--- src/logic/mempool_l2_pkg.sv ---
/* L2 memory package
   Geometry constants, the word-interleaved address union and the request and response structs */

package mempool_l2_pkg;

  // Word and address geometry
  localparam int unsigned AddrWidth = 32;
  localparam int unsigned DataWidth = 32;
  localparam int unsigned StrbWidth = DataWidth / 8;

  // Bank organisation
  localparam int unsigned NumL2Banks     = 4;
  localparam int unsigned L2BankNumWords = 256;
  localparam int unsigned L2SizeBytes    = NumL2Banks * L2BankNumWords * StrbWidth;

  // Address field widths, LSB first: byte offset, bank, row
  localparam int unsigned ByteOffWidth = $clog2(StrbWidth);
  localparam int unsigned BankIdxWidth = $clog2(NumL2Banks);
  localparam int unsigned RowWidth     = $clog2(L2BankNumWords);
  localparam int unsigned UnusedWidth  = AddrWidth - RowWidth - BankIdxWidth - ByteOffWidth;

  // Enough for up to 8 requester ports
  localparam int unsigned MaxPortIdxWidth = 3;

  typedef logic [BankIdxWidth-1:0]    bank_idx_t;
  typedef logic [RowWidth-1:0]        row_t;
  typedef logic [MaxPortIdxWidth-1:0] port_idx_t;

  // Upper bits are ignored so the L2 aliases every L2SizeBytes
  typedef struct packed {
    logic [UnusedWidth-1:0]  unused;
    row_t                    row;      // Word row inside the bank
    bank_idx_t               bank;     // Word-interleaved bank select
    logic [ByteOffWidth-1:0] byte_off;
  } l2_addr_fields_t;

  // Same address word, seen raw or split into fields
  typedef union packed {
    logic [AddrWidth-1:0] raw;
    l2_addr_fields_t      fields;
  } l2_addr_u;

  typedef struct packed {
    l2_addr_u             addr;
    logic                 we;     // 1 for write
    logic [DataWidth-1:0] wdata;
    logic [StrbWidth-1:0] strb;
  } l2_req_t;

  typedef struct packed {
    logic [DataWidth-1:0] rdata;
    port_idx_t            port;   // Requester that gets this response
  } l2_bank_rsp_t;

endpackage
--- src/logic/l2_rsp_router.sv ---
/* L2 response router
   Steers bank responses by port index into per-port ack and read data registers */

`timescale 1ns/1ps

module l2_rsp_router #(
  parameter int unsigned NumPorts = 4
) (
  input  logic                                                        clk_i,
  input  logic                                                        arst_n_i,
  input  logic [NumPorts-1:0]                                         req_i,
  input  logic [mempool_l2_pkg::NumL2Banks-1:0]                       bank_rsp_valid_i,
  input  mempool_l2_pkg::l2_bank_rsp_t [mempool_l2_pkg::NumL2Banks-1:0] bank_rsp_i,
  output logic [NumPorts-1:0]                                         ack_o,
  output logic [NumPorts-1:0][mempool_l2_pkg::DataWidth-1:0]          rdata_o
);

  logic [NumPorts-1:0]                                 rsp_hit;
  logic [NumPorts-1:0][mempool_l2_pkg::DataWidth-1:0]  rsp_data;
  logic [NumPorts-1:0]                                 ack_q;
  logic [NumPorts-1:0][mempool_l2_pkg::DataWidth-1:0]  rdata_q;

  // Match each bank pulse against the port index it carries
  // One access in flight per port, so at most one bank hits a port
  always_comb begin
    for (int p = 0; p < NumPorts; p++) begin
      rsp_hit[p]  = 1'b0;
      rsp_data[p] = '0;
      for (int b = 0; b < mempool_l2_pkg::NumL2Banks; b++) begin
        if (bank_rsp_valid_i[b] &&
            (bank_rsp_i[b].port == mempool_l2_pkg::port_idx_t'(p))) begin
          rsp_hit[p]  = 1'b1;
          rsp_data[p] = bank_rsp_i[b].rdata;
        end
      end
    end
  end

  // Ack holds until the port releases its request
  always_ff @(posedge clk_i or negedge arst_n_i) begin
    if (!arst_n_i) begin
      ack_q <= '0;
    end else begin
      for (int p = 0; p < NumPorts; p++) begin
        if (rsp_hit[p]) begin
          ack_q[p] <= 1'b1;
        end else if (!req_i[p]) begin
          ack_q[p] <= 1'b0;   // Four-phase return to idle
        end
      end
    end
  end

  always_ff @(posedge clk_i) begin
    for (int p = 0; p < NumPorts; p++) begin
      if (rsp_hit[p]) begin
        rdata_q[p] <= rsp_data[p];
      end
    end
  end

  assign ack_o   = ack_q;
  assign rdata_o = rdata_q;

endmodule

--- config.mk ---
export PLATFORM = sky130hd
export DESIGN_NAME = l2_rsp_router
export DESIGN_NICKNAME = d
export VERILOG_FILES = /design/src/logic/mempool_l2_pkg.sv /design/src/logic/l2_rsp_router.sv
export SDC_FILE = /design/constraint.sdc
export NUM_CORES = 1
export LEC_CHECK = 0
export BUFFER_PORTS_ARGS = -buffer_cell sky130_fd_sc_hd__buf_2
export CELL_PAD_IN_SITES_DETAIL_PLACEMENT = 0
export CELL_PAD_IN_SITES_GLOBAL_PLACEMENT = 1
export CORE_AREA = 3 3 158 160
export CTS_BUF_LIST = sky130_fd_sc_hd__clkbuf_16
export CTS_CLUSTER_DIAMETER = 120
export DETAILED_ROUTE_END_ITERATION = 10
export DIE_AREA = 0 0 161 163
export PLACE_DENSITY_LB_ADDON = 0.1
export REMOVE_ABC_BUFFERS = 1
export SLEW_MARGIN = 10
export SYNTH_ARGS = -nofsm -noshare
export SYNTH_HDL_FRONTEND = slang
export SYNTH_SLANG_ARGS = --single-unit
--- constraint.sdc ---
create_clock -name clk_i -period 0.8 [get_ports clk_i]
set_clock_uncertainty 0.2 [all_clocks]
set_input_delay 0.08 -clock clk_i [delete_from_list [all_inputs] [get_ports clk_i]]
set_output_delay 0.08 -clock clk_i [all_outputs]
set_load 0.005 [all_outputs]
== Yosys cells after proc, flatten, opt, wreduce, memory -nomap -nowiden ==
Cells that the tools add are included.
Word-level totals
  register bits after elaboration: 132
  output and inout bits: 132
Cells by class
  eq/ne operators: 16
  mux-type cells: 40
  reductions and logical operators: 20
Operators with widths (count)
  32-bit 2-to-1 mux: 16
  3-bit by 2-bit equality test with 1-bit output, second input constant: 8
  1-bit 2-to-1 mux: 24
  1-bit logical AND: 16
  3-bit by 1-bit equality test with 1-bit output, second input constant: 4
  3-bit zero test: 4
  2-bit by 1-bit inequality test with 1-bit output, second input constant: 4

== Longest topological paths before layout ==
  depth after elaboration: 7
  depth in mapped cells: 7
  mapped depth without buffers: 3

== Worst setup path before layout ==
No wires, ideal clock.
  path kind: input-to-reg
  start point: input bank_rsp_i[71] (netlist bit)
  end point: register rdata_q (netlist bit rdata_o[0]) (enable)
  setup time: 391 ps
  arrival: 1599 ps
  data required time: 209 ps
  setup slack: -1390 ps
  stages on the path: 2
  buffers on the path: 0
  cell sequence: nor4b_1 -> or4_1
Between the ends
  longest elaborated chain between the ends: 4
Ends and longest elaborated chain
  start, declared: line l2_rsp_router.sv:13  | input mempool_l2_pkg::l2_bank_rsp_t [mempool_l2_pkg::NumL2Banks-1:0] bank_rsp_i,
  3-bit zero test: line l2_rsp_router.sv:31  | (bank_rsp_i[b].port == mempool_l2_pkg::port_idx_t'(p))) begin
  1-bit logical AND: line l2_rsp_router.sv:30  | if (bank_rsp_valid_i[b] &&
  1-bit 2-to-1 mux (2 in a row): line l2_rsp_router.sv:30
  via rsp_hit[0]: line l2_rsp_router.sv:18  | logic [NumPorts-1:0] rsp_hit;
  end signal, assigned by index: line l2_rsp_router.sv:57  | rdata_q[p] <= rsp_data[p];
  end, declared: line l2_rsp_router.sv:21  | logic [NumPorts-1:0][mempool_l2_pkg::DataWidth-1:0] rdata_q;
The timed path passes the listed nets, and every way through them passes these cells.
A chain may end at the register's enable or synchronous reset.

==> impl_metrics.py <==
metrics = {
    "detailed_routing": {
        "vias": 10900,
        "ant_nets": 0,
        "drc": 0,
        "drt-initial-drc-count": 1787,
        "drt-total-wl_um": 53200,
        "first_pass_iters": 6,
        "vias_per_cell": 6.86,
        "wl_per_cell_um": 33.5,
    },
    "power_and_ir_drop": {
        "p_sw_mw": 7.16,
        "comb_power_share_pct": 27.3,
        "p_int_mw": 16.1,
        "switching_share_pct": 30.8,
        "clockPowerShare_pct": 34.9,
        "power_frac_seq_pct": 37.8,
        "p_leak_nw": 5.79,
        "powerDensity_nw_per_um2": 1430,
        "max-vdd-ir-drop_uv": 1370,
    },
    "finish": {
        "post-route-util_pct": 69.1,
        "drive_gt1_share_pct": 67.7,
        "stdcell_count": 1587,
        "nNetsFinal": 1401,
        "areaGrowthSynthToFinish_pct": 97.2,
    },
    "global_routing": {
        "grt_overflow": 0,
        "grt_util_all_layers_pct": 35.8,
        "antenna_found_initial": 5,
        "grt_max_degree": 33,
        "grt_pass1_vias": 10300,
        "grt_pass1_wl_um": 69200,
    },
    "yosys": {
        "async_flop_share_pct": 3.03,
        "synthDistinctLibCells": 22,
        "synth_xor_area_share_pct": 0,
        "ys_seq_elements": 132,
        "synth_compound_area_share_pct": 27.9,
        "ys.flop_type": "edfxtp_1",
        "synthesis.area_um2": 8250,
        "synth_common_cells": "a211oi_1, edfxtp_1, nand3_1, nor2_1, clkbuf_1",
        "synth_fa_ha_area_share_pct": 0,
        "ys_seq_area_share_pct": 47.8,
        "syn_inst": 820,
        "synth_top_cell_area_share_pct": 46.6,
        "synth.avg_cell_area_um2": 10.1,
        "synth.area.top_cells": "edfxtp_1, a211oi_1, a221oi_1",
        "synth_edf_count": 128,
        "yosysTopAreaCell": "edfxtp_1",
        "synth.area.mux_share_pct": 0,
        "synth-simple-area-share_pct": 17.4,
        "synth_top_family_by_area": "compound AO/OA/AOI/OAI gates",
        "synth_warnings": 0,
    },
    "floorplan": {
        "core_um2": 23500,
        "die-area_um2": 26200,
        "start_util_pct": 35.0,
        "dieWidth_um": 161,
        "io_pins": 282,
        "row_count": 56,
        "die_y_um": 163,
    },
    "sta": {
        "tightest_slew_ps": 492,
        "tns_ps": -195980,
        "fmax_mhz": 675,
        "fin_ws_ps": -681,
        "maxSlewViolCount": 0,
        "period_share_pct": 185,
        "setup_viol": 392,
        "whs_ps": -214,
        "rsz0062_at_grt": "yes",
        "post-route-min-period_ps": 1480,
        "slew_headroom_pct": 67.0,
        "hold_viol": 131,
    },
    "clock_tree": {
        "clockBufferDepth": 2,
        "cts_tree": "built",
        "root_buffer": "clkbuf_16",
        "clock-sinks": 132,
        "ctsHoldBuffers": 5,
        "cts_buffers": 17,
        "cts.clk_slew.worst_paths_ps": 60,
        "worstSkewPairLatency_ps": 430,
        "htreeDepth": 4,
    },
    "job": {
        "cap_violations": 0,
    },
    "placement": {
        "place_inst": 1421,
        "pre_cts_slack_ps": -1230,
        "place_hpwl_um": 27400,
        "port_buffers": 281,
        "gp_congestion": 0.871,
    },
    "worst_setup_path": {
        "cp_slowest_cell": "nor4bb_4",
        "crit_type": "in2reg",
        "r2r_slack_ps": -60,
        "crit_arrival_ps": 1500,
        "critPathLaunchType": "primary input",
        "crit_chain": "buf_8 -> buf_6 -> nor4bb_4 -> buf_6 -> buf_12 -> buf_12 -> a211oi_1 -> a221oi_1",
        "worstSetupEndpointType": "register",
        "worst_path_largest_cell_delay_ps": 310,
        "path_max_fanout": 7,
        "cp.required_ps": 820,
    },
    "status": {
        "violations": "negative hold slack, negative setup slack",
        "status": "finished with violations",
    },
    "hold_path": {
        "hp-class": "in2async",
    },
}
-- layout by cell type, fill, tap and decap left out, types with 32 or more instances in the layout --
cell	n
a211oi_1	39
a211oi_4	47
a211oi_2	42
nand3_2	44
a221oi_2	104
buf_12	68
edfxtp_1	128
buf_2	265
nor2_1	121
inv_1	32
nand3_1	65
buf_6	73
buf_4	51
-- state kept, by name (all words and copies together), names as in the netlist --
signal	count
ack_o	4
rdata_o	128
-- area by class of cell --
class / instances / area (µm²)
fill: 1662 / 7270
multi-input combinational: 548 / 6020
timing repair buffer: 520 / 5190
sequential: 132 / 3940
clock buffer: 17 / 425
tap: 319 / 399
clock inverter: 15 / 156
inverter: 32 / 120
antenna: 4 / 10.0
-- power by group through the flow --
stage	Clock (mW)	Combinational [mW]	Sequential [mW]
global route	8.36	6.52	8.85
floorplan	0	1.28	8.91
global placement	0	3.89	8.95
finish	8.11	6.35	8.80
detailed placement	0	3.90	8.92
CTS	7.96	5.29	8.80
-- cells by family (layout without fill, tap and decap cells) --
kind of cell	Yosys count	count (layout)
simple gates	288	288
compound gates	260	260
buf+inv	140	584
flops	132	132
other cells	0	4
-- stage by stage --
stage                     instance area (µm²)  power [mW]
after detailed placement                10900        12.8
after global routing                    16300        23.7
after global placement                  10900        12.8
after CTS                               14300        22.0
after floorplan                          7800        10.2
final                                   16300        23.3
-- final timing paths --
check                                      from      endpoint  cells past startpoint
worst max-delay path            bank_rsp_i[105]   rdata_o[88]                      8
worst min register to register         ack_o[2]      ack_o[2]                      1
min in group clk_i               bank_rsp_i[16]  rdata_o[109]                      3
worst min-delay path                   arst_n_i      ack_o[2]                      2
max in group asynchronous              arst_n_i      ack_o[3]                      2
worst max register to register         ack_o[1]      ack_o[1]                      1
-- routing by layer --
layer	GRT usage [%]	vias to the layer above	part of all wire, %	routed length [µm]
met5	0	-	0.013	7
met4	19.2	2	7.4	3950
met3	10.8	314	14	7360
met2	54.0	1111	44	23200
met1	46.1	5302	35	18700
li1	-	4157	-	-
-- critical path: cells and delay by family --
family          cells  cell delay (ps)
buf+inv             5              730
compound gates      2              370
simple gates        1              310
-- repair_timing --
action,4_1_cts,5_1_grt
endpoints found under the hold margin,135,130
cloned,36,16
endpoints found under the setup margin,392,392
pin swaps,87,178
gates resized for setup,300,319
buffers inserted,62,41
Power figures use the tool's default switching activity.
